[config.mk]
export PLATFORM = sky130hd
export DESIGN_NAME = core_rst_seq
export DESIGN_NICKNAME = d
export VERILOG_FILES = /design/src/hw/core_rst_seq.sv
export SDC_FILE = /design/constraint.sdc
export NUM_CORES = 1
export LEC_CHECK = 0
export BUFFER_PORTS_ARGS = -buffer_cell sky130_fd_sc_hd__buf_2
export CAP_MARGIN = 5
export CORE_AREA = 2 2 39 41
export DETAILED_ROUTE_END_ITERATION = 7
export DIE_AREA = 0 0 41 43
export HOLD_SLACK_MARGIN = 0.06
export PLACE_DENSITY = 0.38
export SLEW_MARGIN = 0
export SYNTH_ARGS = -nofsm -noshare
export SYNTH_HDL_FRONTEND = slang
export SYNTH_SLANG_ARGS = --single-unit
[constraint.sdc]
create_clock -name mig_ui_clk -period 2.85 [get_ports mig_ui_clk]
set_clock_uncertainty 0.2 [all_clocks]
set_input_delay 0.4275 -clock mig_ui_clk [delete_from_list [all_inputs] [get_ports mig_ui_clk]]
set_output_delay 0.4275 -clock mig_ui_clk [all_outputs]
set_load 0.05 [all_outputs]
[src/hw/core_rst_seq.sv]
// Core reset sequencer. Holds the core in reset after the clock generator
// reset until a settle counter saturates and the PLL reports lock.
`timescale 1ns/1ps

module core_rst_seq #(
  parameter int unsigned RstCountWidth = 6
) (
  input  logic mig_ui_clk,
  input  logic mig_ui_rst,
  input  logic pll_locked_i,
  output logic core_rst_n_o
);

  logic [RstCountWidth-1:0] settle_cnt_q;
  logic                     settled;

  assign settled = &settle_cnt_q;                  // Counter saturated

  always_ff @(posedge mig_ui_clk or posedge mig_ui_rst)
  begin
    if (mig_ui_rst)
    begin
      settle_cnt_q <= '0;
      core_rst_n_o <= 1'b0;
    end
    else
    begin
      if (!settled)
      begin
        settle_cnt_q <= settle_cnt_q + 1'b1;
      end
      if (settled && pll_locked_i)
      begin
        core_rst_n_o <= 1'b1;                      // Sticky until next reset
      end
    end
  end

  // Release is final, losing lock later must not pull the core back into reset
  a_rst_sticky: assert property (
    @(posedge mig_ui_clk) disable iff (mig_ui_rst)
    core_rst_n_o |=> core_rst_n_o
  );

endmodule

# After elaboration in Yosys (flattened, before gate mapping)
# Cells that the tools add are included.
# Widths: inputs -> output; s select.
[op_classes]
order_cmp = 0
div_mod_pow = 0
addsub = 1
multipliers = 0
eq_ne = 0
n_reduce_logical = 2
mux = 0
bitwise_logic = 0
shift = 0
[ops]
columns = ["op", "count"]
rows = [
  ["$add 6x1->6 const B", 1],
  ["$reduce_and 6->1", 1],
  ["$logic_and 1x1->1", 1],
]
[totals]
ff_bits = 7
in_bits = 3
memories = 0
latch_bits = 0
out_inout_bits = 1
mem_bits_rw = 0
rom_bits = 0
elab_cells = 5

# Logic depth before layout (Yosys ltp)
[logic_depth]
ltp_word = 2
mapped_depth = 4
ltp_nobuf = 4

# Worst setup path after synthesis
# No wires, ideal clock.
[synth_timing]
path_type = "reg2reg"
start = "reg settle_cnt_q[0]"
end = "reg settle_cnt_q[1]"
path_slack_ns = 1.424
setup_time_ns = 0.128
synth_period_minus_slack_ns = 1.426
arrival_ns = 1.099
required_ns = 2.522
path_buffers = 0
path_stages_with_launch = 5
path_cell_list = "dfrtp_1 -> ha_1 -> nand2_1 -> nor2_4 -> mux2_1"
[synth_via]
elab_chain_cells = 1
word_cells_on_any_way = 2
classes_between = "add/sub (1); reduce/logical (1)"
[synth_rtl]
columns = ["element", "line_no", "text"]
rows = [
  ["from (decl)", "14", "logic [RstCountWidth-1:0] settle_cnt_q;"],
  ["from (signal assigned)", "30", "settle_cnt_q <= settle_cnt_q + 1'b1;"],
  ["$add 6x1->6 / $reduce_and 6->1 (equally long branches)", "30, 17", ""],
]
# Several ways; a longest one is shown, not always the timed one.
# A chain may end at the register's enable or synchronous reset.

# Worst setup path in the final report
# Same ends and word-level chain as after synthesis.

==> run_results.csv <==
group,metric,value,unit
critical_path,crit_required,2.78,ns
critical_path,cp_max_fo,5,
synth,ys.flop_type,"dfrtp_1",
pwr,p_sw_share,20.17,%
critical_path,critPathMaxStageDelay,0.38,ns
detailed_routing,drt_iter0_drc,3,
critical_path,r2r_end,"settle_cnt_q[1]",
synth,async_flop_share,100.0,%
timing,hold_violations,0,
floorplanning,die_x,41,um
timing,setup_viol,0,
critical_path,crit_path_start_kind,"flop",
global_route,grt_util_all_layers,8.325,%
place,place_inst,47,
synth,synth-seq-area-share,54.90,%
pwr,peakVddDrop,0.0002092,V
pwr,powerDensity,497.0,nW/um2
synth,ys_types,18,
place,port_buffers,3,
outcome,status,"finished clean",
final_layout,areaGrowthSynthToFinish,22.35,%
place,routabilityCongestion,0.7636,
final_layout,drive_above_1_share,25.00,%
final_layout,fillers,149,
final_layout,seq_area,175.2,um2
timing,worst_slack,1.323,ns
global_route,grt_pass1_wl,917,um
detailed_routing,drt-total-wl,512,um
pwr,intPower,154.9,uW
critical_path,critical_path_class,"flop to flop",
flow_run,cap_viol_max_count,0,
floorplanning,row_count,14,
floorplanning,initial_core_util,23.06,%
timing,max_clock_freq,0.6549,GHz
timing,final.setup.tns,0,ns
worst_hold_path,hp-class,"input port to flop",
detailed_routing,via_per_inst,4.038,
floorplanning,ioPinCount,4,
synth,avgSynthCellArea,11.39,um2
critical_path,startpoint,"settle_cnt_q[0]",
critical_path,cp.arrival,1.46,ns
final_layout,num_antenna_cells,0,
global_route,grt_max_degree,8,
timing,relSlewSlack,81.90,%
timing,post-route-min-period,1.527,ns
timing,drv_slew,0,
synth,syn_nets,32,
detailed_routing,routed-via-count,210,
pwr,power_frac_clock,46.5,%
synth,syn_inst,28,
critical_path,critPathBufInv,0,
critical_path,rr_worst_depth,4,
final_layout,stdcell_count,52,
global_route,grt_pass1_vias,209,
clock_tree,clk_pin_slew_worst_paths,0.05,ns
timing,rsz0062_at_grt,"no",
timing,fin_crit_sh,53.57,%
pwr,p_comb_share,2.2,%
clock_tree,numCtsBuffers,3,
clock_tree,cts_buffer_depth,2,
critical_path,cp.depth,4,
clock_tree,cts_setup_buffers,0,
critical_path,endpoint_kind,"flop",
synth,syn_area,319.1,um2
global_route,gr-total-overflow,0,
floorplanning,core-area,1384,um2
final_layout,nNetsFinal,41,
critical_path,crit_path_cell_trace,"ha_1, nand2_1, nor2_4, mux2_1",
place,place_ws,1.318,ns
detailed_routing,wl_per_cell,9.846,um
floorplanning,die_h,43,um
clock_tree,htree_levels,1,
clock_tree,clock_sinks,7,
synth,synth-seq-cells,7,
pwr,p_leak,0.0001713,uW
floorplanning,dieArea,1763,um2
pwr,seq_power_share,51.3,%
detailed_routing,dr.pass1.iters,2,
critical_path,cp-endpoint,"settle_cnt_q[1]",
global_route,antenna_found_initial,0,
clock_tree,cts_tree,"built",
critical_path,critPathTopFamily,"flip-flops",
critical_path,r2r-start,"settle_cnt_q[0]",
final_layout,post-route-cell-area,390.4,um2
place,place_hpwl,398.9,um
pwr,power_switching,39.15,uW
final_layout,multi_input_area,136.4,um2
clock_tree,insertion_delay,0.25,ns
timing,worst_pin_slew,0.2712,ns
critical_path,cp_slowest_cell,"dfrtp_1",
synth,synth_edf_count,0,
detailed_routing,drc_errors,0,
clock_tree,cts_root_buf,"clkbuf_4",
synth,yosysWarnings,0,
detailed_routing,final_antenna_net_count,0,
critical_path,r2r_setup_slack,1.32,ns
place,place_area,354.1,um2
-- layout by cell type (no fill, tap or decap) --
master         netlist  layout
o21ai_0              1       1
dfrtp_1              7       7
mux2_2               1       1
nor2_1               1       1
a21o_1               1       1
ha_1                 1       1
o21a_1               1       1
dlygate4sd3_1        0       1
xor2_1               1       1
buf_2                0       3
inv_1                2       2
clkbuf_4             0       3
nand2b_1             1       1
nand2_1              2       2
nand3_1              3       3
nor3_1               1       1
nand3_2              1       1
nor2_4               1       1
mux2_1               1       1
clkbuf_1             0       1
a21oi_1              1       1
xnor2_1              1       1
-- routing by layer --
metal / vias up / wire, um / global-route usage (%)
met5: - / 0 / 0
met4: 0 / 0 / 10.00
met3: 0 / 14 / 1.571
met2: 1 / 262 / 9.375
met1: 100 / 236 / 11.33
li1: 109 / - / -
-- synthesized netlist by cell type (2+ instances only) --
master / instances / share of area [%]
dfrtp_1: 7 / 55
nand3_1: 3 / 4.7
inv_1: 2 / 2.4
nand2_1: 2 / 2.4
-- how the worst min path moves through the flow --
stage	startpoint	to	slack, ns	depth (start not counted)
after floorplan	mig_ui_rst	core_rst_n_o	0.03	1
after global placement	mig_ui_rst	settle_cnt_q[2]	0.17	2
after detailed placement	mig_ui_rst	core_rst_n_o	0.17	2
after CTS	pll_locked_i	core_rst_n_o	0.17	2
after global routing	pll_locked_i	core_rst_n_o	0.19	2
final	pll_locked_i	core_rst_n_o	0.18	2
-- flip-flops by register name, indices dropped and copies added (netlist names) --
| signal | count |
|---|---|
| core_rst_n_o | 1 |
| settle_cnt_q | 6 |
-- what timing repair did --
| action | 4_1_cts | 5_1_grt |
|---|---|---|
| gates resized for setup | 0 | 0 |
| hold buffers | 1 | 0 |
| endpoints found under the hold margin | 7 | 0 |
-- stage by stage --
stage	power (uW)	util, %	hold WS, ns
after floorplan	102.8	-	0.03090
after global placement	104.6	25.59	0.1710
after detailed placement	104.6	25.59	0.1713
after CTS	201.3	28.21	0.1699
after global routing	204.0	28.21	0.1927
final	194.0	28.21	0.1830
-- layout make-up --
cell class              instances  area share [%]
flip-flops and latches          7           44.87
multi-input cells              19           34.94
clock buffers                   4           6.731
repair buffers                  4           6.410
well taps                      16           5.128
inverters                       2           1.923
-- power groups by stage --
stage	Clock, uW	Combinational (uW)	Sequential, uW
after floorplan	0	1.58	101
after global placement	0	3.41	101
after detailed placement	0	3.42	101
after CTS	97.4	4.49	99.4
after global routing	99.8	4.81	99.4
final	90.3	4.26	99.5
-- cell families (layout without fill, tap and decap cells) --
family                     count (synthesis)  in the layout  synth area share, %
buffers and inverters                      2             10                2.354
adders and majority gates                  1              1                3.921
AOI/OAI and AO/OA                          4              4                7.842
xor gates and xnor gates                   2              2                5.491
and+or+nand+nor                           10             10                18.43
DFF                                        7              7                54.90
muxes                                      2              2                7.058
No activity file was read; power rests on OpenSTA's default activity.
