$ cat config.mk
export PLATFORM = sky130hd
export DESIGN_NAME = fan_pwm
export DESIGN_NICKNAME = d
export VERILOG_FILES = /design/src/hw/board_pkg.sv /design/src/hw/fan_pwm.sv
export SDC_FILE = /design/constraint.sdc
export NUM_CORES = 1
export LEC_CHECK = 0
export ABC_AREA = 1
export BUFFER_PORTS_ARGS = -buffer_cell sky130_fd_sc_hd__buf_2
export CORE_ASPECT_RATIO = 0.9
export CORE_MARGIN = 10
export CORE_UTILIZATION = 40
export CTS_CLUSTER_SIZE = 12
export DETAILED_ROUTE_END_ITERATION = 10
export PLACE_DENSITY = 0.68
export SYNTH_ARGS = -nofsm -noshare
export SYNTH_HDL_FRONTEND = slang
export SYNTH_SLANG_ARGS = --single-unit
$ cat constraint.sdc
create_clock -name mig_ui_clk -period 2.6 [get_ports mig_ui_clk]
set_input_delay 0.26 -clock mig_ui_clk [delete_from_list [all_inputs] [get_ports mig_ui_clk]]
set_output_delay 0.26 -clock mig_ui_clk [all_outputs]
set_load 0.05 [all_outputs]
$ cat src/hw/board_pkg.sv
// Shared bus widths and AXI request/response types for the board top level.
// RTL and testbench both refer to these by scoped name.
package board_pkg;

  // --------------------------------------------------------------------------
  // Bus geometry
  // --------------------------------------------------------------------------
  localparam int unsigned AddrWidth       = 32;           // Byte address
  localparam int unsigned DataWidth       = 64;           // One beat, one SRAM word
  localparam int unsigned StrbWidth       = DataWidth / 8;
  localparam int unsigned IdWidth         = 4 + 1;        // Master id plus crossbar bit
  localparam int unsigned FanSettingWidth = 4;

  typedef enum logic [1:0] {
    OKAY   = 2'b00,
    EXOKAY = 2'b01,
    SLVERR = 2'b10,
    DECERR = 2'b11
  } axi_resp_e;

  // Master to slave, single-beat transfers only
  typedef struct packed {
    logic                 aw_valid;
    logic [IdWidth-1:0]   aw_id;
    logic [AddrWidth-1:0] aw_addr;
    logic                 w_valid;
    logic [DataWidth-1:0] w_data;
    logic [StrbWidth-1:0] w_strb;
    logic                 b_ready;
    logic                 ar_valid;
    logic [IdWidth-1:0]   ar_id;
    logic [AddrWidth-1:0] ar_addr;
    logic                 r_ready;
  } axi_req_t;

  // Slave to master
  typedef struct packed {
    logic                 aw_ready;
    logic                 w_ready;
    logic                 b_valid;
    logic [IdWidth-1:0]   b_id;
    axi_resp_e            b_resp;
    logic                 ar_ready;
    logic                 r_valid;
    logic [IdWidth-1:0]   r_id;
    logic [DataWidth-1:0] r_data;
    axi_resp_e            r_resp;
    logic                 r_last;
  } axi_resp_t;

endpackage
$ cat src/hw/fan_pwm.sv
// Board fan PWM. A prescaler advances a 16-step counter and the output is
// high for the first setting_i steps of every period.
`timescale 1ns/1ps

module fan_pwm #(
  parameter int unsigned FanPrescale = 1024
) (
  input  logic                                  mig_ui_clk,
  input  logic                                  core_rst_n_i,
  input  logic [board_pkg::FanSettingWidth-1:0] setting_i,
  output logic                                  fan_pwm_o
);

  localparam int unsigned PreWidth = (FanPrescale > 1) ? $clog2(FanPrescale) : 1;

  logic [PreWidth-1:0]                  prescale_q;
  logic [board_pkg::FanSettingWidth-1:0] step_q;
  logic                                 step_tick;

  assign step_tick = (prescale_q == PreWidth'(FanPrescale - 1));

  always_ff @(posedge mig_ui_clk or negedge core_rst_n_i)
  begin
    if (!core_rst_n_i)
    begin
      prescale_q <= '0;
      step_q     <= '0;
      fan_pwm_o  <= 1'b0;
    end
    else
    begin
      if (step_tick)
      begin
        prescale_q <= '0;
        step_q     <= step_q + 1'b1;               // Wraps after 16 steps
      end
      else
      begin
        prescale_q <= prescale_q + 1'b1;
      end
      fan_pwm_o <= (step_q < setting_i);           // Setting 0 keeps fan off
    end
  end

endmodule

== Yosys cells after proc, flatten, opt, wreduce, memory -nomap -nowiden ==
Cells that the tools add are included.

* Input bits: 6
* Word-level logic and storage cells: 8
* Bits in registers: 15
* Memories: 0
* Bits in latches: 0
* Bits in writable memories: 0
* Memory bits (read-only): 0
* Output and inout bits: 1

* $lt $le $gt $ge: 1
* $add $sub $neg: 2
* Shifts and indexed selects: 0
* Reduce and logical (&&, ||, !) cells: 0
* Div/mod/pow operators: 0
* Multipliers: 0
* Mux-type cells: 1
* Bitwise operators: 0
* Eq/ne operators: 1

{| class="wikitable"
|+ Operators with widths
! cell !! count
|-
| $add 10x1->10 const B || 1
|-
| $eq 10x10->1 const B || 1
|-
| $mux 10 || 1
|-
| $add 4x1->4 const B || 1
|-
| $lt 4x4->1 || 1
|}

== Depth between registers and ports, before layout ==
Gate-level depths: netlist of the first run.

* Depth after elaboration: 2
* Mapped depth: 7

== Least setup slack after synthesis of the first run ==
Ideal clock, no wire load.

* Path kind: register to register
* Start: register prescale_q[0]
* End: register step_q[3] (netlist name)
* Buffers on the path: 0
* Required time: 2,484 ps
* Setup time: 116 ps
* Arrival: 994 ps
* Slack: 1,489 ps
* Cell stages (with the launch flop): 8
* Cell sequence: dfrtp_1 > ha_1 > nand2_2 > nor2_4 > nand3_4 > clkinv_4 > nand2_1 > nand2_1

* Word-level cells in the longest chain between the ends: 1

{| class="wikitable"
|+ Ends and longest elaborated chain
! what !! RTL line !! text
|-
| start, declared || fan_pwm.sv:16 || <nowiki>logic [PreWidth-1:0] prescale_q;</nowiki>
|-
| start signal, assigned || fan_pwm.sv:39 || <nowiki>prescale_q <= prescale_q + 1'b1;</nowiki>
|-
| $eq 10x10->1 || fan_pwm.sv:20 || <nowiki>assign step_tick = (prescale_q == PreWidth'(FanPrescale - 1));</nowiki>
|-
| end signal, assigned || fan_pwm.sv:35 || <nowiki>step_q <= step_q + 1'b1;</nowiki>
|-
| end, declared || fan_pwm.sv:17 || <nowiki>logic [board_pkg::FanSettingWidth-1:0] step_q;</nowiki>
|}

Every way passes these cells.
A chain may end at the register's enable or synchronous reset.

== Worst setup path in the final report of the first run ==
* Start: register prescale_q[0]
* End: register step_q[1] (netlist name)

The elaborated chain is that of the path after synthesis.

==> results of run 1 <==
## per-stage QoR
step                hold WS, ns  instance area, um^2  cells
floorplan               -0.0356                  810     95
global placement          0.184                  871    126
detailed placement        0.181                  871    126
CTS                       0.375                  907    131
global route              0.388                  907    131
finish                    0.384                  907    131
## power groups by stage
stage	Sequential [mW]	Clock (mW)	Combinational, mW
2_1_floorplan	0.240	0	0.00354
3_3_place_gp	0.238	0	0.0139
3_5_place_dp	0.238	0	0.0146
4_1_cts	0.234	0.138	0.0157
5_1_grt	0.234	0.146	0.0178
6_report	0.233	0.130	0.0153
## placed cells by master (no fill, tap or decap), drive strengths merged
cell         synthesis  layout
a21oi                3       3
buf                  0       6
clkbuf               0       4
clkinv               1       1
dfrtp               15      15
dlygate4sd3          0       1
ha                   5       5
inv                 15      15
nand2               29      29
nand3                5       5
nand4                1       1
nor2                13      13
o21a                 1       1
o21ai                1       1
xnor2                5       5
xor2                 1       1
## registers in the layout, summed over array words and instances, names as in the netlist
signal      count
fan_pwm_o       1
step_q          4
prescale_q     10
## critical path, stage by stage, from the launching register on
cell and delay, ns:
dfrtp_1 0.40, ha_1 0.23, nand2_2 0.10, nor2_4 0.05
nand3_4 0.12, clkinv_4 0.08, nand2_1 0.06, nand2_1 0.05
## cell type report
cell class	instances	area, um^2	area share [%]
well taps	25	31.3	3.45
inverters	16	65.1	7.17
clock buffers	4	26.3	2.90
repair buffers	7	40.0	4.41
multi-input cells	64	369	40.7
flip-flops and latches	15	375	41.4
## path summary, 6_finish.rpt
kind                                  to  slack (ns)
max in group asynchronous      step_q[2]        1.95
max                            step_q[1]        1.40
min reg2reg                prescale_q[6]        0.52
min                            fan_pwm_o        0.38
max reg2reg                    step_q[1]        1.40
min in group asynchronous  prescale_q[6]        0.40
## metal layers
metal  vias to the layer above  global-route usage (%)
met5                         -                       0
met4                         0                    3.85
met3                         2                    2.69
met2                         4                    12.2
met1                       297                    7.53
li1                        313                       -
## kinds of logic (layout without fill, tap and decap cells)
kind of cell             Yosys count  count (layout)  synth area share, %
AND/OR/NAND/NOR                   48              48                 28.0
adder cells (fa/ha/maj)            5               5                 7.73
flip-flops                        15              15                 46.4
buffers and inverters             16              27                 8.04
XOR/XNOR                           6               6                 6.49
AO/OA/AOI/OAI                      5               5                 3.40
## repair_timing
| action | in CTS | in global routing |
|---|---|---|
| hold endpoints to repair | 15 | 0 |
| resized for setup | 0 | 0 |
| hold buffers | 1 | 0 |
==> impl_metrics.ini, run 1 <==
[layout]
nNetsFinal = 118
nFillCells = 196
post-route-util_pct = 47.4
antennaDiodeCount = 0
synthToLayoutAreaGrowth_pct = 12.1
drive_gt1_share_pct = 17.0

[detailed_routing]
viasPerCell = 4.70
drc = 0
ant_nets = 0
via_count = 616
firstDrtPassIters = 4
routed.top_layer = met4
routed-wl-met3_um = 17
wl_per_cell_um = 10.5
routed_wl_um = 1380
wl_met1_um = 616
wl_met2_um = 719
drt-initial-drc-count = 15

[global_routing]
antenna_found_initial = 0
grt_max_degree = 16
grt_pass1_vias = 603
grtUsageTotal_pct = 7.27
grt_first_pass_wirelength_um = 2390
overflow = 0

[job]
maxCapViolCount = 0

[clock_tree]
cts.reportedPaths.clkPinSlew_ns = 0.09
clock-sinks = 15
clockBufferDepth = 2
cts_buffers = 3
cts_root_buf = clkbuf_4
htree_levels = 1
cts_setup_buffers = 0
cts_tree = done
clock_latency_ns = 0.28

[sta]
worst_pin_slew_ns = 0.331
finalClockSkew_ns = 0.00477
drv_slew = 0
fin_crit_sh_pct = 46.0
layout_setup_ws_ns = 1.40
setup_violations = 0
tns_ns = 0
fmax_ghz = 0.836
period_needed_ns = 1.20
slew_headroom_pct = 78.0
rsz0062_at_grt = no
finalHoldViolations = 0

[placement]
dp_hpwl_um = 1120
portBuffers = 6
dp_worst_setup_slack_ns = 1.40
place.gp.congestion = 0.722

[power]
clockPowerShare_pct = 34.4
vdd_drop_max_mv = 0.171
seqPwrFrac_pct = 61.6
comb_power_share_pct = 4.0
swShare_pct = 21.2
p_sw_uw = 80.3
p_total_uw = 379
p_int_uw = 299
p_per_area_nw_per_um2 = 418
total_leakage_power_nw = 0.492

[floorplan]
dieArea_um2 = 4230
initial_core_util_pct = 42.3
placementRows = 15
io_pins = 7
coreArea_um2 = 1910
die_w_um = 67.4
die_height_um = 62.7

[critical_path]
regToRegStartpoint = prescale_q[0]
crit_required_ns = 2.77
critPathLaunch = prescale_q[0]
critical_path_class = register to register
start_kind = register
rr_worst_depth = 7
worstPathArrival_ns = 1.37
end_kind = register
crit_fanout = 8

[yosys]
synthFlopType = dfrtp_1
synth_edf_count = 0
synth-seq-cells = 15
post_synth.cell_area_avg_um2 = 8.52
syn_nets = 106
yosysMostFrequentCell = nand2_1
synth_area_um2 = 810
ys_seq_area_share_pct = 46.4
synthCells = 95
synth_common_cells = nand2_1 (26), dfrtp_1 (15), inv_1 (14)
synth.distinct_cells = 18
synth_warnings = 0
yosys-top-cells-area = dfrtp_1 (46%), nand2_1 (12%), ha_1 (7.7%)
yosys.area.top_type = dfrtp_1
synthArstFlopShare_pct = 100
synth_top_area_share_pct = 46.4

[worst_hold_path]
hold_path_depth = 4
min_from = setting_i[0]
min_path_type = primary input to register

[status]
status = completed
Note: power is estimated with default switching activity, not from simulation.
==> run 2: changes to the inputs <==
Clock period 2.6 ns to 1.16 ns, I/O delays scaled along.
==> impl_metrics.ini, run 2 (synthesized netlist as in run 1, its figures left out) <==
[worst_hold_path]
min_path_type = primary input to register
min_from = setting_i[0]
hold_end = fan_pwm_o
hold_path_depth = 4

[global_routing]
overflow = 0
antenna_found_initial = 0
grt_max_degree = 16
grt_pass1_vias = 611
grt_first_pass_wirelength_um = 2480
grtUsageTotal_pct = 7.34

[clock_tree]
cts.reportedPaths.clkPinSlew_ns = 0.09
clock_latency_ns = 0.28
cts_buffers = 3
cts_tree = done
cts_root_buf = clkbuf_4
clockBufferDepth = 2
htree_levels = 1
clock-sinks = 15

[floorplan]
io_pins = 7
dieArea_um2 = 4230
coreArea_um2 = 1910
die_w_um = 67.4
initial_core_util_pct = 42.3
placementRows = 15
die_height_um = 62.7

[detailed_routing]
via_count = 620
wl_per_cell_um = 10.1
ant_nets = 0
drc = 0
routed_wl_um = 1380
firstDrtPassIters = 4
drt-initial-drc-count = 11
viasPerCell = 4.56

[layout]
antennaDiodeCount = 0
nNetsFinal = 123
final_cell_mix = nand2_1 (24), dfrtp_1 (15), inv_1 (14)
largest_reg_flops = 10
regMostFlops = prescale_q
mostFrequentLayoutCell = nand2_1
top_regs = prescale_q: 10 flops, step_q: 4 flops, fan_pwm_o: 1 flops
drive_gt1_share_pct = 24.3
synthToLayoutAreaGrowth_pct = 18.9

[placement]
dp_hpwl_um = 1060
dp_worst_setup_slack_ns = -0.0273
place.gp.congestion = 0.745
portBuffers = 6

[critical_path]
critical_path_class = register to register
rr_worst_depth = 6
crit_required_ns = 1.34
worstPathArrival_ns = 1.35
start_kind = register
end_kind = register
regToRegStartpoint = prescale_q[1]
crit_fanout = 8
r2r_end = step_q[0]
r2r_setup_slack_ns = -0.01

[sta]
finalClockSkew_ns = 0.00272
rsz0062_at_grt = yes
finalHoldViolations = 0
fin_crit_sh_pct = 101
setup_violations = 4
fmax_ghz = 0.854
worst_pin_slew_ns = 0.332
layout_setup_ws_ns = -0.0103
drv_slew = 0
period_needed_ns = 1.17
slew_headroom_pct = 77.9

[power]
clockPowerShare_pct = 34.3
swShare_pct = 21.1
p_int_uw = 669
comb_power_share_pct = 4.0
vdd_drop_max_mv = 0.440
p_total_uw = 848
seqPwrFrac_pct = 61.7
p_sw_uw = 179
total_leakage_power_nw = 0.518
p_per_area_nw_per_um2 = 881

[status]
status = finished with violations
violations = setup timing

[job]
maxCapViolCount = 0
==> run 2: cell types whose count changed in the layout (fill, tap and decap cells not counted), sizes merged <==
cell and delta:
buf +5
==> run 2: how the worst max path moves through the flow <==
| stage | start | slack, ns | endpoint |
|---|---|---|---|
| after floorplan | prescale_q[0] | 0.05 | step_q[3] |
| after global placement | prescale_q[0] | 0.03 | step_q[0] |
| after detailed placement | prescale_q[0] | -0.03 | step_q[3] |
| after CTS | prescale_q[0] | -0.02 | step_q[2] |
| after global routing | prescale_q[1] | -0.11 | step_q[3] |
| final | prescale_q[1] | -0.01 | step_q[0] |
==> run 2: what timing repair did <==
item,4_1_cts,5_1_grt
pin swaps,3,7
hold buffers,1,0
endpoints found under the hold margin,15,0
setup buffers,0,4
resized for setup,1,4
setup endpoints to repair,4,11
==> run 2: power groups by stage <==
stage	clock (mW)	sequential, mW	combinational [mW]
6_report	0.291	0.523	0.0335
3_3_place_gp	0	0.534	0.0310
3_5_place_dp	0	0.534	0.0320
5_1_grt	0.330	0.524	0.0388
4_1_cts	0.304	0.523	0.0347
2_1_floorplan	0	0.537	0.00793
==> run 2: worst max-delay path, cell delays in order, from the launching register on <==
cell	delay, ns
dfrtp_1	0.37
ha_2	0.19
nand2_2	0.07
nor2_4	0.15
nand3_4	0.14
nand2_1	0.09
nand2_1	0.06
==> run 2: routing by layer <==
metal	vias up	share of wire, %	GRT usage (%)
met1	293	50	8.87
met2	2	49	11.3
met4	0	0.94	4.62
met3	2	0.80	1.61
li1	323	-	-
met5	-	0	0
==> run 2: layout make-up <==
cell class,instances,area (um^2)
flip-flops and latches,15,375
repair buffers,12,77.6
clock buffers,4,26.3
inverters,16,65.1
well taps,25,31.3
fillers,192,952
multi-input cells,64,387
==> run 2: through the flow <==
| stage | TNS [ns] | cells | hold WS (ns) | cell area [um^2] | utilization [%] |
|---|---|---|---|---|---|
| after floorplan | 0 | 95 | -0.180 | 810 | - |
| after global placement | 0 | 127 | 0.0385 | 878 | 45.9 |
| after detailed placement | -0.0447 | 127 | 0.0366 | 878 | 45.9 |
| after CTS | -0.0396 | 132 | 0.228 | 917 | 47.9 |
| after global routing | -0.888 | 136 | 0.227 | 962 | 50.3 |
| final | -0.0368 | 136 | 0.227 | 962 | 50.3 |
==> run 3: changes to the inputs <==
--- a/config.mk
+++ b/config.mk
@@ -14,4 +14,5 @@
 export DETAILED_ROUTE_END_ITERATION = 10
 export PLACE_DENSITY = 0.68
+export SKIP_CTS_REPAIR_TIMING = 1
 export SYNTH_ARGS = -nofsm -noshare
 export SYNTH_HDL_FRONTEND = slang
==> constraint.sdc (replaced) <==
create_clock -name mig_ui_clk -period 1.16 [get_ports mig_ui_clk]
set_input_delay 0.058 -clock mig_ui_clk [delete_from_list [all_inputs] [get_ports mig_ui_clk]]
set_output_delay 0.058 -clock mig_ui_clk [all_outputs]
set_load 0.05 [all_outputs]
==> impl_metrics.ini, run 3 (synthesized netlist as in run 1, its figures left out) <==
[clock_tree]
clock_latency_ns = 0.28
clock-sinks = 15
cts.reportedPaths.clkPinSlew_ns = 0.09
cts_root_buf = clkbuf_4
cts_tree = done
cts_buffers = 3
htree_levels = 1
clockBufferDepth = 2

[global_routing]
antenna_found_initial = 0
grt_pass1_vias = 606
met2_usage_pct = 11.3
grt_first_pass_wirelength_um = 2480
groute.layer.met3.usage_pct = 1.61
use_met1_pct = 8.87
overflow = 0
grt_busiest_layer = met2
grtUsageTotal_pct = 7.34
grt_max_degree = 16

[critical_path]
r2r_setup_slack_ns = -0.004
start_kind = register
end_kind = register
crit_slowest_cell = dfrtp_1
crit_required_ns = 1.33
crit_fanout = 3
crit_path_cell_trace = ha_2, nand2_2, nor2_4, buf_4, xnor2_1, inv_1
critical_path_class = register to register
crit_buf_inv = 2
path_delay_family = flip-flops
critPathMaxStageDelay_ns = 0.37
worstPathArrival_ns = 1.34

[sta]
setup_violations = 3
worst_pin_slew_ns = 0.332
drv_slew = 0
finalHoldViolations = 0
period_needed_ns = 1.16
layout_setup_ws_ns = -0.00448
fmax_ghz = 0.859
rsz0062_at_grt = yes
finalClockSkew_ns = 0.00254
fin_crit_sh_pct = 100
slew_headroom_pct = 77.9
tns_ns = -0.00921

[detailed_routing]
drt-initial-drc-count = 20
ant_nets = 0
drc = 0
via_count = 621
firstDrtPassIters = 4
wl_per_cell_um = 10.1
routed_wl_um = 1370
viasPerCell = 4.57

[power]
p_total_uw = 848
vdd_drop_max_mv = 0.439
total_leakage_power_nw = 0.520
p_per_area_nw_per_um2 = 877

[layout]
multiInputGateArea_um2 = 392
nNetsFinal = 123
nFillCells = 190
top_regs = prescale_q: 10 flops, step_q: 4 flops, fan_pwm_o: 1 flops
drive_gt1_share_pct = 26.1
mostFrequentLayoutCell = nand2_1
largest_reg_flops = 10
regMostFlops = prescale_q
antennaDiodeCount = 0
synthToLayoutAreaGrowth_pct = 19.5
final_cell_mix = nand2_1 (22), dfrtp_1 (15), inv_1 (14)
seq_area_um2 = 375

[job]
maxCapViolCount = 0

[placement]
place.gp.congestion = 0.745
portBuffers = 6
dp_hpwl_um = 1060

[status]
status = finished with violations
violations = setup timing

[floorplan]
die_w_um = 67.4
placementRows = 15
dieArea_um2 = 4230
coreArea_um2 = 1910
io_pins = 7
initial_core_util_pct = 42.3
die_height_um = 62.7

[worst_hold_path]
min_path_type = primary input to register
run 3: cell types whose count changed in the layout (fill, tap and decap cells not counted):
cell / change
nand2_1: -2
nand2_2: +2
run 3: path summary, 6_finish.rpt:
kind	startpoint	to	depth (start not counted)
setup / recovery	prescale_q[1]	prescale_q[4]	6
hold / removal	setting_i[0]	fan_pwm_o	4
setup reg to reg	prescale_q[1]	prescale_q[4]	6
hold reg to reg	prescale_q[6]	prescale_q[6]	1
max in group asynchronous	core_rst_n_i	prescale_q[0]	2
min in group asynchronous	core_rst_n_i	prescale_q[9]	2
run 3: cell type report:
| class | count | share of cell area, % |
|---|---|---|
| clock buffer | 4 | 2.72 |
| inverter | 16 | 6.73 |
| multi-input combinational | 64 | 40.5 |
| sequential | 15 | 38.8 |
| tap | 25 | 3.23 |
| timing repair buffer | 12 | 8.02 |
run 3: worst reg2reg max path, delay by kind of cell, from the launching register on:
family | cells | cell delay [ns]
fa+ha+maj | 1 | 0.19
flops | 1 | 0.37
xor+xnor | 1 | 0.10
buf+inv | 2 | 0.18
simple gates | 2 | 0.22
run 3: power breakdown:
part / total [mW] / internal [mW] / switching (mW)
combinational: 0.0335 / 0.0130 / 0.0205
sequential: 0.523 / 0.523 / 0.000133
clock: 0.291 / 0.133 / 0.158
total: 0.848 / 0.669 / 0.179
run 3: through the flow:
step	hold slack [ns]	instances	utilization, %	area [um^2]	setup WS (ns)
floorplan	-0.238	95	-	810	0.0493
global placement	-0.0195	127	45.9	878	0.0292
detailed placement	-0.0214	127	45.9	878	-0.0273
CTS	-0.331	131	47.3	905	-0.0319
global route	0.169	136	50.5	967	-0.112
finish	0.167	136	50.5	967	-0.00448
run 3: layer usage:
layer / part of all wire (%) / routed length [um] / up-vias
li1: - / - / 324
met1: 49 / 676 / 293
met2: 49 / 672 / 2
met3: 0.80 / 11 / 2
met4: 0.95 / 13 / 0
met5: 0 / 0 / -
