File: src/hw/board_pkg.sv
// Shared bus widths and AXI request/response types for the board top level.
// RTL and testbench both refer to these by scoped name.
package board_pkg;

  // --------------------------------------------------------------------------
  // Bus geometry
  // --------------------------------------------------------------------------
  localparam int unsigned AddrWidth       = 32;           // Byte address
  localparam int unsigned DataWidth       = 64;           // One beat, one SRAM word
  localparam int unsigned StrbWidth       = DataWidth / 8;
  localparam int unsigned IdWidth         = 4 + 1;        // Master id plus crossbar bit
  localparam int unsigned FanSettingWidth = 4;

  typedef enum logic [1:0] {
    OKAY   = 2'b00,
    EXOKAY = 2'b01,
    SLVERR = 2'b10,
    DECERR = 2'b11
  } axi_resp_e;

  // Master to slave, single-beat transfers only
  typedef struct packed {
    logic                 aw_valid;
    logic [IdWidth-1:0]   aw_id;
    logic [AddrWidth-1:0] aw_addr;
    logic                 w_valid;
    logic [DataWidth-1:0] w_data;
    logic [StrbWidth-1:0] w_strb;
    logic                 b_ready;
    logic                 ar_valid;
    logic [IdWidth-1:0]   ar_id;
    logic [AddrWidth-1:0] ar_addr;
    logic                 r_ready;
  } axi_req_t;

  // Slave to master
  typedef struct packed {
    logic                 aw_ready;
    logic                 w_ready;
    logic                 b_valid;
    logic [IdWidth-1:0]   b_id;
    axi_resp_e            b_resp;
    logic                 ar_ready;
    logic                 r_valid;
    logic [IdWidth-1:0]   r_id;
    logic [DataWidth-1:0] r_data;
    axi_resp_e            r_resp;
    logic                 r_last;
  } axi_resp_t;

endpackage
File: src/hw/axi_mem_bridge.sv
// Single-beat AXI slave in front of a word-wide SRAM. Accepts one write or
// read at a time and turns it into one SRAM word access.
`timescale 1ns/1ps

module axi_mem_bridge #(
  parameter int unsigned MemWords = 1024
) (
  input  logic                              mig_ui_clk,
  input  logic                              core_rst_n_i,
  input  board_pkg::axi_req_t               axi_req_i,
  output board_pkg::axi_resp_t              axi_resp_o,
  output logic                              mem_req_o,
  output logic                              mem_we_o,
  output logic [$clog2(MemWords)-1:0]       mem_addr_o,
  output logic [board_pkg::DataWidth-1:0]   mem_wdata_o,
  output logic [board_pkg::StrbWidth-1:0]   mem_be_o,
  input  logic [board_pkg::DataWidth-1:0]   mem_rdata_i
);

  localparam int unsigned MemAddrWidth = $clog2(MemWords);
  localparam int unsigned OffsetWidth  = $clog2(board_pkg::StrbWidth);

  typedef enum logic [1:0] {
    IDLE,
    WR_RESP,
    RD_WAIT,
    RD_RESP
  } state_e;

  state_e                          state_q, state_d;
  logic                            wr_accept;
  logic                            rd_accept;
  logic [board_pkg::IdWidth-1:0]   id_q;
  logic [board_pkg::DataWidth-1:0] rdata_q;

  // --------------------------------------------------------------------------
  // Acceptance, write wins over read in the same idle cycle
  // --------------------------------------------------------------------------
  // Nothing is taken while the core is held in reset
  assign wr_accept = core_rst_n_i && (state_q == IDLE) &&
                     axi_req_i.aw_valid && axi_req_i.w_valid;
  assign rd_accept = core_rst_n_i && (state_q == IDLE) && !wr_accept && axi_req_i.ar_valid;

  always_comb
  begin
    state_d = state_q;
    case (state_q)
      IDLE:
      begin
        if (wr_accept)
        begin
          state_d = WR_RESP;
        end
        else if (rd_accept)
        begin
          state_d = RD_WAIT;
        end
      end
      WR_RESP:
      begin
        if (axi_req_i.b_ready)
        begin
          state_d = IDLE;
        end
      end
      RD_WAIT: state_d = RD_RESP;                  // SRAM word arrives now
      RD_RESP:
      begin
        if (axi_req_i.r_ready)
        begin
          state_d = IDLE;
        end
      end
      default: state_d = IDLE;
    endcase
  end

  always_ff @(posedge mig_ui_clk or negedge core_rst_n_i)
  begin
    if (!core_rst_n_i)
    begin
      state_q <= IDLE;
    end
    else
    begin
      state_q <= state_d;
    end
  end

  // Response payload, held while the master stalls
  always_ff @(posedge mig_ui_clk)
  begin
    if (wr_accept)
    begin
      id_q <= axi_req_i.aw_id;
    end
    else if (rd_accept)
    begin
      id_q <= axi_req_i.ar_id;
    end
    if (state_q == RD_WAIT)
    begin
      rdata_q <= mem_rdata_i;
    end
  end

  // --------------------------------------------------------------------------
  // SRAM side, byte address to word address
  // --------------------------------------------------------------------------
  assign mem_req_o   = wr_accept | rd_accept;
  assign mem_we_o    = wr_accept;
  assign mem_addr_o  = wr_accept ? axi_req_i.aw_addr[OffsetWidth +: MemAddrWidth]
                                 : axi_req_i.ar_addr[OffsetWidth +: MemAddrWidth];
  assign mem_wdata_o = axi_req_i.w_data;
  assign mem_be_o    = axi_req_i.w_strb;

  always_comb
  begin
    axi_resp_o          = '0;
    axi_resp_o.aw_ready = wr_accept;                // AW and W taken together
    axi_resp_o.w_ready  = wr_accept;
    axi_resp_o.b_valid  = (state_q == WR_RESP);
    axi_resp_o.b_id     = id_q;
    axi_resp_o.b_resp   = board_pkg::OKAY;
    axi_resp_o.ar_ready = rd_accept;
    axi_resp_o.r_valid  = (state_q == RD_RESP);
    axi_resp_o.r_id     = id_q;
    axi_resp_o.r_data   = rdata_q;
    axi_resp_o.r_resp   = board_pkg::OKAY;
    axi_resp_o.r_last   = 1'b1;                     // Single beat
  end

  a_one_resp: assert property (
    @(posedge mig_ui_clk) disable iff (!core_rst_n_i)
    !(axi_resp_o.b_valid && axi_resp_o.r_valid)
  );

  // Master keeps a write pending until both channels are taken
  a_wr_held: assert property (
    @(posedge mig_ui_clk) disable iff (!core_rst_n_i)
    axi_req_i.aw_valid && axi_req_i.w_valid && !axi_resp_o.aw_ready
    |=> axi_req_i.aw_valid && axi_req_i.w_valid
  );

endmodule

File: config.mk
export PLATFORM = sky130hd
export DESIGN_NAME = axi_mem_bridge
export DESIGN_NICKNAME = d
export VERILOG_FILES = /design/src/hw/board_pkg.sv /design/src/hw/axi_mem_bridge.sv
export SDC_FILE = /design/constraint.sdc
export NUM_CORES = 1
export LEC_CHECK = 0
export ABC_AREA = 1
export BUFFER_PORTS_ARGS = -buffer_cell sky130_fd_sc_hd__buf_2
export CORE_AREA = 10 10 142 144
export CTS_BUF_LIST = sky130_fd_sc_hd__clkbuf_4 sky130_fd_sc_hd__clkbuf_8
export DETAILED_ROUTE_END_ITERATION = 10
export DIE_AREA = 0 0 152 154
export PLACE_DENSITY_LB_ADDON = 0.08
export SYNTH_ARGS = -nofsm -noshare
export SYNTH_HDL_FRONTEND = slang
export SYNTH_SLANG_ARGS = --single-unit
File: constraint.sdc
create_clock -name mig_ui_clk -period 5 [get_ports mig_ui_clk]
set_input_delay 1 -clock mig_ui_clk [delete_from_list [all_inputs] [get_ports mig_ui_clk]]
set_output_delay 1 -clock mig_ui_clk [all_outputs]
set_load 0.05 [all_outputs]
### Word-level counts from Yosys, hierarchy flattened

Index checks and enable logic that the tools add are counted.

| cells by class | value |
|---|---|
| reduce and logical (&&, ||, !) cells | 9 |
| bitwise logic cells | 1 |
| eq/ne operators | 6 |
| multiplexer cells | 8 |

Operators by type and width:

| operator | number |
|---|---|
| $mux 10 | 1 |
| $mux 5 | 2 |
| $mux 2 | 4 |
| $pmux 2 s4 | 1 |
| $logic_and 1x1->1 | 5 |
| $eq 2x2->1 const B | 2 |
| $ne 2x2->1 const B | 2 |
| $ne 3x3->1 const B | 1 |
| $reduce_and 3->1 | 1 |
| $eq 2x1->1 const B | 1 |
| $logic_not 2->1 | 1 |
| $reduce_bool 2->1 | 1 |
| $logic_not 1->1 | 1 |
| $or 1x1->1 | 1 |

| storage, ports and cells | value |
|---|---|
| output and inout port bits | 168 |
| input port bits | 217 |
| logic and storage cells | 27 |
| bits in registers | 71 |

### Logic depth before layout (Yosys ltp)

Gate-level depths: netlist of the first run.

| depth | value |
|---|---|
| depth after elaboration | 10 |
| gate-level depth with buffers | 9 |
| depth with buffers taken out | 8 |

### Least setup slack after synthesis of the first run

No wires, ideal clock.

| timing path | value |
|---|---|
| path type | reg2reg |
| start point | reg state_q[0] |
| end point | reg rdata_q[0] (netlist bit), enable pin |
| data required time | 4.512 ns |
| arrival time | 3.139 ns |
| setup time | 0.488 ns |
| path buffers | 0 |
| period minus slack after synthesis | 3.628 ns |
| cell stages (with the launch flop) | 2 |
| path slack | 1.372 ns |
| cell sequence | dfrtp_1 -> nor2_1 |

| on the way | value |
|---|---|
| word-level cells in the longest chain between the ends | 1 |

Ends and longest elaborated chain:

| what | line | RTL |
|---|---|---|
| from (decl) | axi_mem_bridge.sv:30 | `state_e state_q, state_d;` |
| from (signal assigned) | axi_mem_bridge.sv:86 | `state_q <= state_d;` |
| $eq 2x2->1 | axi_mem_bridge.sv:101 | `if (state_q == RD_WAIT)` |
| to (signal assigned) | axi_mem_bridge.sv:103 | `rdata_q <= mem_rdata_i;` |
| to (decl) | axi_mem_bridge.sv:34 | `logic [board_pkg::DataWidth-1:0] rdata_q;` |

Every way passes these cells.
A chain may end at the register's enable or synchronous reset.

### Worst setup path after layout of the first run

| timing path | value |
|---|---|
| start point | in axi_req_i[112] (netlist bit) |
| end point | out mem_req_o |

| on the way | value |
|---|---|
| word-level cells in the longest chain between the ends | 5 |

Ends and longest elaborated chain:

| what | line | RTL |
|---|---|---|
| from (decl) | axi_mem_bridge.sv:10 | `input board_pkg::axi_req_t axi_req_i,` |
| $logic_and 1x1->1 (*) | axi_mem_bridge.sv:41 | `axi_req_i.aw_valid && axi_req_i.w_valid;` |
| $logic_not 1->1 | axi_mem_bridge.sv:42 | `assign rd_accept = core_rst_n_i && (state_q == IDLE) && !wr_accept && axi_req_i.ar_valid;` |
| $logic_and 1x1->1 (2 in series) | axi_mem_bridge.sv:42 |  |
| $or 1x1->1 (*) | axi_mem_bridge.sv:110 | `assign mem_req_o = wr_accept \| rd_accept;` |
| to (decl) | axi_mem_bridge.sv:12 | `output logic mem_req_o,` |

Mark *: on every way between the ends. The rest lies on a longest branch, timed or not.

==> metrics.txt, run 1 <==
# TYPE chip_impl_metric gauge
chip_impl_metric{name="antenna_violating_nets_post_route",unit=""} 0
chip_impl_info{name="cp_launch_type",value="primary input"} 1
chip_impl_info{name="cp-end-kind",value="output port"} 1
chip_impl_metric{name="drc",unit=""} 0
chip_impl_metric{name="final-max-slew-violation-count",unit=""} 0
chip_impl_metric{name="number_of_hold_violations_in_the_final_report",unit=""} 0
chip_impl_metric{name="critical_path_peak_fanout",unit=""} 6
chip_impl_metric{name="critPathBufInv",unit=""} 4
chip_impl_metric{name="routedLengthMet1",unit="µm"} 3480
chip_impl_metric{name="met2_wirelength",unit="µm"} 5510
chip_impl_metric{name="grt_start_max_net_pins",unit=""} 57
chip_impl_metric{name="dr_wl_met3",unit="µm"} 1760
chip_impl_info{name="critical_path_cell_by_cell",value="buf_2 -> nand2_1 -> inv_1 -> o21ai_0 -> inv_1 -> buf_2"} 1
chip_impl_metric{name="post_synth_inst_count",unit=""} 234
chip_impl_metric{name="initialDrtViolationCount",unit=""} 70
chip_impl_metric{name="multi_input_comb_area",unit="µm²"} 299
chip_impl_metric{name="grt_util_all_layers",unit="%"} 8.95
chip_impl_metric{name="slew_headroom",unit="%"} 50.1
chip_impl_metric{name="period_share",unit="%"} 62.7
chip_impl_metric{name="final-setup-viol-count",unit=""} 0
chip_impl_metric{name="dp_hpwl",unit="µm"} 9210
chip_impl_info{name="top_layer_used",value="met4"} 1
chip_impl_metric{name="finalNetCount",unit=""} 570
chip_impl_metric{name="cts_buffer_depth",unit=""} 2
chip_impl_metric{name="cts_resized",unit=""} 0
chip_impl_metric{name="fp.dieArea",unit="µm²"} 23400
chip_impl_metric{name="post_route_cells_drive_above_1_share",unit="%"} 59.8
chip_impl_info{name="final_cell_mix",value="191 x sky130_fd_sc_hd__buf_2, 69 x sky130_fd_sc_hd__edfxtp_1, 52 x sky130_fd_sc_hd__nand2_1"} 1
chip_impl_metric{name="post-route-min-period",unit="ns"} 3.13
chip_impl_metric{name="power.static_leakage",unit="nW"} 1.77
chip_impl_metric{name="area_growth",unit="%"} 24.9
chip_impl_metric{name="critical_path_arrival",unit="ns"} 2.13
chip_impl_metric{name="synthesis.area_per_instance",unit="µm²"} 13.3
chip_impl_metric{name="int_pwr",unit="mW"} 1.18
chip_impl_metric{name="final.setup.tns",unit="ns"} 0
chip_impl_metric{name="vdd_drop_max",unit="mV"} 0.176
chip_impl_metric{name="finalWirelength",unit="µm"} 10900
chip_impl_metric{name="clkSlewWorstSetupHoldPaths",unit="ns"} 0.07
chip_impl_metric{name="fp.coreArea",unit="µm²"} 17200
chip_impl_metric{name="pwr-share-seq",unit="%"} 40.2
chip_impl_metric{name="number_of_global_route_vias_before_repair",unit=""} 2278
chip_impl_info{name="rr_endpoint",value="rdata_q[5]"} 1
chip_impl_metric{name="power_frac_comb",unit="%"} 41.4
chip_impl_metric{name="power_frac_clock",unit="%"} 18.3
chip_impl_metric{name="drt_first_pass_iters",unit=""} 4
chip_impl_metric{name="io_pins",unit=""} 385
chip_impl_info{name="cts_tree",value="yes"} 1
chip_impl_metric{name="ctsHoldBuffers",unit=""} 0
chip_impl_info{name="slowest_stage",value="sky130_fd_sc_hd__o21ai_0"} 1
chip_impl_metric{name="antenna_violations_before_repair",unit=""} 2
chip_impl_info{name="status",value="completed"} 1
chip_impl_metric{name="postLayoutSetupSlackWorst",unit="ns"} 1.87
chip_impl_metric{name="timing.critical_path.required",unit="ns"} 4.00
chip_impl_info{name="dominant_cell_type_by_area_after_synthesis",value="sky130_fd_sc_hd__edfxtp_1"} 1
chip_impl_metric{name="timing_worst_slew_pin_value",unit="ns"} 0.749
chip_impl_info{name="final_common_cell",value="sky130_fd_sc_hd__buf_2"} 1
chip_impl_info{name="critical_path.startpoint",value="axi_req_i[112]"} 1
chip_impl_metric{name="ys_ff_latch",unit=""} 71
chip_impl_metric{name="globalplace.congestion",unit=""} 0.686
chip_impl_metric{name="tritoncts_num_sinks",unit=""} 71
chip_impl_info{name="grt_setup_unrepaired",value="false"} 1
chip_impl_metric{name="fin_worst_hold_slack",unit="ns"} 0.432
chip_impl_metric{name="number_of_enable_type_register_cells_in_the_synthesized_netlist",unit=""} 69
chip_impl_info{name="synth.top_cells.by_area",value="sky130_fd_sc_hd__edfxtp_1 67%, sky130_fd_sc_hd__buf_4 21%, sky130_fd_sc_hd__nand2_1 6.3%"} 1
chip_impl_info{name="hp-class",value="primary input to async pin"} 1
chip_impl_metric{name="grt_pass1_wl",unit="µm"} 15500
chip_impl_metric{name="path_depth",unit=""} 6
chip_impl_metric{name="final-seq-area",unit="µm²"} 2120
chip_impl_metric{name="synthesis.yosys.warnings",unit=""} 0
chip_impl_metric{name="route.detailed.wl_per_inst",unit="µm"} 18.7
chip_impl_metric{name="num-fill-cells",unit=""} 1914
chip_impl_metric{name="chip_width",unit="µm"} 152
chip_impl_metric{name="initial_utilization",unit="%"} 18.1
chip_impl_metric{name="rrSetupSlack",unit="ns"} 3.16
chip_impl_metric{name="fmax",unit="MHz"} 319
chip_impl_metric{name="power.switching_fraction",unit="%"} 45.8
chip_impl_metric{name="p_sw",unit="µW"} 999
chip_impl_metric{name="worst_case_clock_skew",unit="ns"} 0.00633
chip_impl_metric{name="cts_made_buffers",unit=""} 9
chip_impl_metric{name="cap_viol_max_count",unit=""} 0
chip_impl_metric{name="routed-via-count",unit=""} 2009
chip_impl_info{name="crit_family",value="buffers and inverters"} 1
chip_impl_metric{name="overflow",unit=""} 0
chip_impl_metric{name="cts.repair_timing.setup_buffer_count",unit=""} 0
chip_impl_metric{name="clk-insertion-delay-late",unit="ns"} 0.35
chip_impl_metric{name="placementRows",unit=""} 48
chip_impl_info{name="clock_tree.root_cell",value="sky130_fd_sc_hd__clkbuf_8"} 1
chip_impl_metric{name="synth-seq-area-share",unit="%"} 68.4
chip_impl_metric{name="reg2reg_depth",unit=""} 2
chip_impl_metric{name="numPortBuffers",unit=""} 191
chip_impl_info{name="ys.flop_type",value="sky130_fd_sc_hd__edfxtp_1"} 1
chip_impl_info{name="worst_setup_path_endpoint",value="mem_req_o"} 1
chip_impl_info{name="critPathKind",value="primary input to output port"} 1
chip_impl_metric{name="cp_slowest_stage_delay",unit="ns"} 0.27
chip_impl_metric{name="synthesis.area",unit="µm²"} 3100
chip_impl_metric{name="detail_route.vias_per_cell",unit=""} 3.43
chip_impl_metric{name="yosysTopAreaCellShare",unit="%"} 66.8
chip_impl_metric{name="preCtsSetupSlack",unit="ns"} 1.76
chip_impl_metric{name="powerDensity",unit="nW/µm²"} 562
chip_impl_metric{name="dieHeight",unit="µm"} 154
chip_impl_metric{name="asyncSetResetFlopFracSynth",unit="%"} 2.82
chip_impl_metric{name="synth_cell_type_count",unit=""} 17
chip_impl_info{name="worst_r2r_startpoint",value="state_q[0]"} 1
chip_impl_metric{name="htree_num_levels",unit=""} 3
[cells by family (layout without fill, tap and decap cells)]
logic type      Yosys count  after routing  share of synthesized area [%]
compound gates            4              4                          0.685
flops                    71             71                           68.4
simple gates             60             60                           8.11
buf+inv                  97            218                           22.6
other cells               2              7                          0.242
[registers in the layout, indices dropped and copies added (netlist names)]
name     cells
id_q         5
state_q      2
rdata_q     64
[worst register-to-register path, cell delays in order (launching register included)]
cell and delay (ns):
sky130_fd_sc_hd__dfrtp_1 0.46, sky130_fd_sc_hd__nor2_4 0.31, sky130_fd_sc_hd__buf_4 0.67
[power groups by stage]
stage | clock, mW | combinational (mW) | sequential [mW]
detailed placement | 0 | 0.925 | 0.893
global placement | 0 | 0.930 | 0.890
finish | 0.399 | 0.903 | 0.876
global route | 0.459 | 0.958 | 0.892
CTS | 0.432 | 0.926 | 0.880
floorplan | 0 | 0.401 | 1.34
[cell usage after synthesis (2+ instances only)]
cell	number
sky130_fd_sc_hd__inv_1	6
sky130_fd_sc_hd__buf_4	85
sky130_fd_sc_hd__nand2_1	52
sky130_fd_sc_hd__edfxtp_1	69
sky130_fd_sc_hd__nor2_1	3
sky130_fd_sc_hd__buf_6	2
sky130_fd_sc_hd__inv_2	3
sky130_fd_sc_hd__dfrtp_1	2
sky130_fd_sc_hd__conb_1	2
sky130_fd_sc_hd__o21ai_0	3
[routing by layer]
metal | track usage, % | up-vias
li1 | - | 922
met1 | 7.57 | 872
met2 | 15.3 | 203
met3 | 7.36 | 12
met4 | 3.26 | 0
met5 | 0 | -
[per-stage QoR]
stage | std cells | util [%] | total power, mW | cell area (µm²)
floorplan | 237 | - | 1.75 | 3110
global placement | 567 | 21.6 | 1.82 | 3710
detailed placement | 567 | 21.6 | 1.82 | 3710
CTS | 583 | 22.5 | 2.24 | 3870
global route | 583 | 22.5 | 2.31 | 3870
finish | 585 | 22.6 | 2.18 | 3870
[area by class of cell]
cell class | instances | share of cell area, %
repair buffers | 192 | 24.9
flip-flops and latches | 71 | 54.8
multi-input cells | 69 | 7.72
well taps | 225 | 7.27
inverters | 10 | 1.03
diodes | 2 | 0.129
clock buffers | 11 | 3.58
clock inverters | 5 | 0.646
[worst min path at each step]
stage	slack, ns	cells after the start	start	to
2_1_floorplan	0.60	4	state_q[1]	state_q[1]
4_1_cts	0.39	1	core_rst_n_i	state_q[0]
6_report	0.43	1	core_rst_n_i	state_q[0]
3_5_place_dp	0.68	4	state_q[1]	state_q[1]
5_1_grt	0.40	1	core_rst_n_i	state_q[1]
3_3_place_gp	0.66	4	state_q[1]	state_q[1]
(Power assumes the default switching activity.)
==> run 2: changes to the inputs <==
clock period = 2.9 ns   (was 5 ns; I/O delays follow)
==> run 2 against run 1 <==
Via count increased by 0.85%. Combinational power increased by 76%. Critical endpoint is now mem_we_o. Critical path depth increased by 2.
==> metrics.txt, run 2 (synthesized netlist as in run 1, its figures left out) <==
# TYPE chip_impl_metric gauge
chip_impl_metric{name="worst_case_clock_skew",unit="ns"} 0.00555
chip_impl_metric{name="htree_num_levels",unit=""} 3
chip_impl_info{name="worst_setup_path_endpoint",value="mem_we_o"} 1
chip_impl_metric{name="routed-via-count",unit=""} 2026
chip_impl_metric{name="drc",unit=""} 0
chip_impl_metric{name="power.static_leakage",unit="nW"} 1.83
chip_impl_metric{name="largest_register_ff_count",unit=""} 64
chip_impl_metric{name="finalPower",unit="mW"} 3.96
chip_impl_metric{name="fmax",unit="MHz"} 365
chip_impl_info{name="hp-class",value="primary input to flop"} 1
chip_impl_metric{name="initial_utilization",unit="%"} 18.1
chip_impl_metric{name="power_frac_clock",unit="%"} 21.9
chip_impl_metric{name="dieHeight",unit="µm"} 154
chip_impl_info{name="cp_launch_type",value="primary input"} 1
chip_impl_metric{name="antenna_violating_nets_post_route",unit=""} 0
chip_impl_metric{name="rrSetupSlack",unit="ns"} 1.39
chip_impl_metric{name="p_sw",unit="mW"} 1.74
chip_impl_metric{name="globalplace.congestion",unit=""} 0.710
chip_impl_metric{name="detail_route.vias_per_cell",unit=""} 3.43
chip_impl_metric{name="fin_worst_hold_slack",unit="ns"} 0.395
chip_impl_metric{name="multi_input_comb_area",unit="µm²"} 310
chip_impl_metric{name="fp.coreArea",unit="µm²"} 17200
chip_impl_metric{name="postLayoutSetupSlackWorst",unit="ns"} 0.162
chip_impl_info{name="status",value="completed"} 1
chip_impl_metric{name="pwr-share-seq",unit="%"} 38.0
chip_impl_metric{name="layout.cell_area.non_filler",unit="µm²"} 3990
chip_impl_metric{name="layoutNonFillerInstCount",unit=""} 591
chip_impl_info{name="final_common_cell",value="sky130_fd_sc_hd__buf_2"} 1
chip_impl_metric{name="final.setup.tns",unit="ns"} 0
chip_impl_info{name="reg_top3",value="rdata_q (64), id_q (5), state_q (2)"} 1
chip_impl_metric{name="post-route-min-period",unit="ns"} 2.74
chip_impl_metric{name="post_route_cells_drive_above_1_share",unit="%"} 60.2
chip_impl_info{name="largest-register",value="rdata_q"} 1
chip_impl_metric{name="grt_util_all_layers",unit="%"} 9.29
chip_impl_info{name="worst_r2r_startpoint",value="state_q[0]"} 1
chip_impl_info{name="grt_setup_unrepaired",value="true"} 1
chip_impl_metric{name="numPortBuffers",unit=""} 191
chip_impl_metric{name="int_pwr",unit="mW"} 2.23
chip_impl_metric{name="io_pins",unit=""} 385
chip_impl_metric{name="cts_made_buffers",unit=""} 9
chip_impl_metric{name="number_of_hold_violations_in_the_final_report",unit=""} 0
chip_impl_metric{name="period_share",unit="%"} 94.4
chip_impl_metric{name="drt_first_pass_iters",unit=""} 4
chip_impl_metric{name="overflow",unit=""} 0
chip_impl_metric{name="cts_buffer_depth",unit=""} 2
chip_impl_metric{name="vdd_drop_max",unit="mV"} 0.280
chip_impl_metric{name="clk-insertion-delay-late",unit="ns"} 0.35
chip_impl_metric{name="final_core_utilization",unit="%"} 23.2
chip_impl_metric{name="grt_pass1_wl",unit="µm"} 16200
chip_impl_metric{name="critical_path_peak_fanout",unit=""} 8
chip_impl_metric{name="preCtsSetupSlack",unit="ns"} 0.505
chip_impl_metric{name="finalWirelength",unit="µm"} 11400
chip_impl_metric{name="reg2reg_depth",unit=""} 2
chip_impl_metric{name="powerDensity",unit="nW/µm²"} 994
chip_impl_info{name="critPathKind",value="primary input to output port"} 1
chip_impl_metric{name="route.detailed.wl_per_inst",unit="µm"} 19.3
chip_impl_info{name="rr_endpoint",value="rdata_q[45]"} 1
chip_impl_metric{name="timing.critical_path.required",unit="ns"} 2.32
chip_impl_metric{name="antenna_violations_before_repair",unit=""} 3
chip_impl_info{name="critical_path.startpoint",value="core_rst_n_i"} 1
chip_impl_metric{name="power_frac_comb",unit="%"} 40.2
chip_impl_info{name="final_cell_mix",value="186 x sky130_fd_sc_hd__buf_2, 69 x sky130_fd_sc_hd__edfxtp_1, 52 x sky130_fd_sc_hd__nand2_1"} 1
chip_impl_metric{name="area_growth",unit="%"} 28.5
chip_impl_metric{name="initialDrtViolationCount",unit=""} 53
chip_impl_info{name="clock_tree.root_cell",value="sky130_fd_sc_hd__clkbuf_8"} 1
chip_impl_info{name="cts_tree",value="yes"} 1
chip_impl_metric{name="placementRows",unit=""} 48
chip_impl_metric{name="dp_hpwl",unit="µm"} 9730
chip_impl_metric{name="critical_path_arrival",unit="ns"} 2.16
chip_impl_metric{name="postPlaceCellArea",unit="µm²"} 3710
chip_impl_metric{name="clkSlewWorstSetupHoldPaths",unit="ns"} 0.08
chip_impl_metric{name="grt_start_max_net_pins",unit=""} 32
chip_impl_metric{name="cap_viol_max_count",unit=""} 0
chip_impl_metric{name="final-max-slew-violation-count",unit=""} 0
chip_impl_metric{name="finalNetCount",unit=""} 576
chip_impl_metric{name="final-setup-viol-count",unit=""} 0
chip_impl_metric{name="num-fill-cells",unit=""} 1933
chip_impl_metric{name="place.detailed.instances",unit=""} 568
chip_impl_metric{name="chip_width",unit="µm"} 152
chip_impl_metric{name="tritoncts_num_sinks",unit=""} 71
chip_impl_metric{name="power.switching_fraction",unit="%"} 43.8
chip_impl_metric{name="fp.dieArea",unit="µm²"} 23400
chip_impl_metric{name="final-seq-area",unit="µm²"} 2120
chip_impl_info{name="cp-end-kind",value="output port"} 1
chip_impl_metric{name="number_of_global_route_vias_before_repair",unit=""} 2324
[run 2: cell count changes in the layout (fill, tap and decap cells not counted), sizes merged]
cell / change
dlygate4sd3: +1
clkinv: -1
clkinvlp: -1
nor2: +1
buf: +4
bufinv: +2
[run 2: worst min-delay path by stage]
stage	from	end	slack [ns]	cells after the start
after floorplan	core_rst_n_i	state_q[0]	0.28	0
after global placement	core_rst_n_i	state_q[1]	0.38	1
after detailed placement	core_rst_n_i	state_q[1]	0.38	1
after CTS	mem_rdata_i[17]	rdata_q[17]	0.36	1
after global routing	mem_rdata_i[10]	rdata_q[10]	0.36	1
final	mem_rdata_i[17]	rdata_q[17]	0.40	1
[run 2: what timing repair did]
item / CTS / global route
gates resized for setup: 0 / 11
setup endpoints to repair: 0 / 10
hold buffers: 1 / 0
buffers inserted: 0 / 3
endpoints found under the hold margin: 2 / 0
[run 2: layout make-up]
type,count,area share (%)
Timing Repair Buffer,197,25.5
Sequential cell,71,53.2
Clock buffer,11,3.48
Inverter,10,1.07
Tap cell,225,7.06
Clock inverter,5,1.82
Antenna cell,2,0.125
Multi-Input combinational cell,70,7.78
[run 2: worst max-delay path: stages]
cell	delay (ns)
sky130_fd_sc_hd__dlygate4sd3_1	0.53
sky130_fd_sc_hd__buf_2	0.14
sky130_fd_sc_hd__inv_1	0.06
sky130_fd_sc_hd__nor2_2	0.13
sky130_fd_sc_hd__inv_2	0.10
sky130_fd_sc_hd__nor2_8	0.20
sky130_fd_sc_hd__buf_4	0.16
sky130_fd_sc_hd__buf_2	0.26
[run 2: metal layers]
layer | global-route usage [%] | share of wire [%]
met4 | 4.40 | 2.2
met2 | 15.3 | 49
met5 | 0.647 | 0.11
met1 | 7.75 | 31
met3 | 7.87 | 18
[run 2: power groups by stage]
stage / clock, mW / sequential [mW] / combinational (mW)
5_1_grt: 0.957 / 1.53 / 1.69
2_1_floorplan: 0 / 2.30 / 0.694
6_report: 0.867 / 1.50 / 1.59
4_1_cts: 0.917 / 1.51 / 1.61
3_5_place_dp: 0 / 1.53 / 1.61
3_3_place_gp: 0 / 1.53 / 1.61
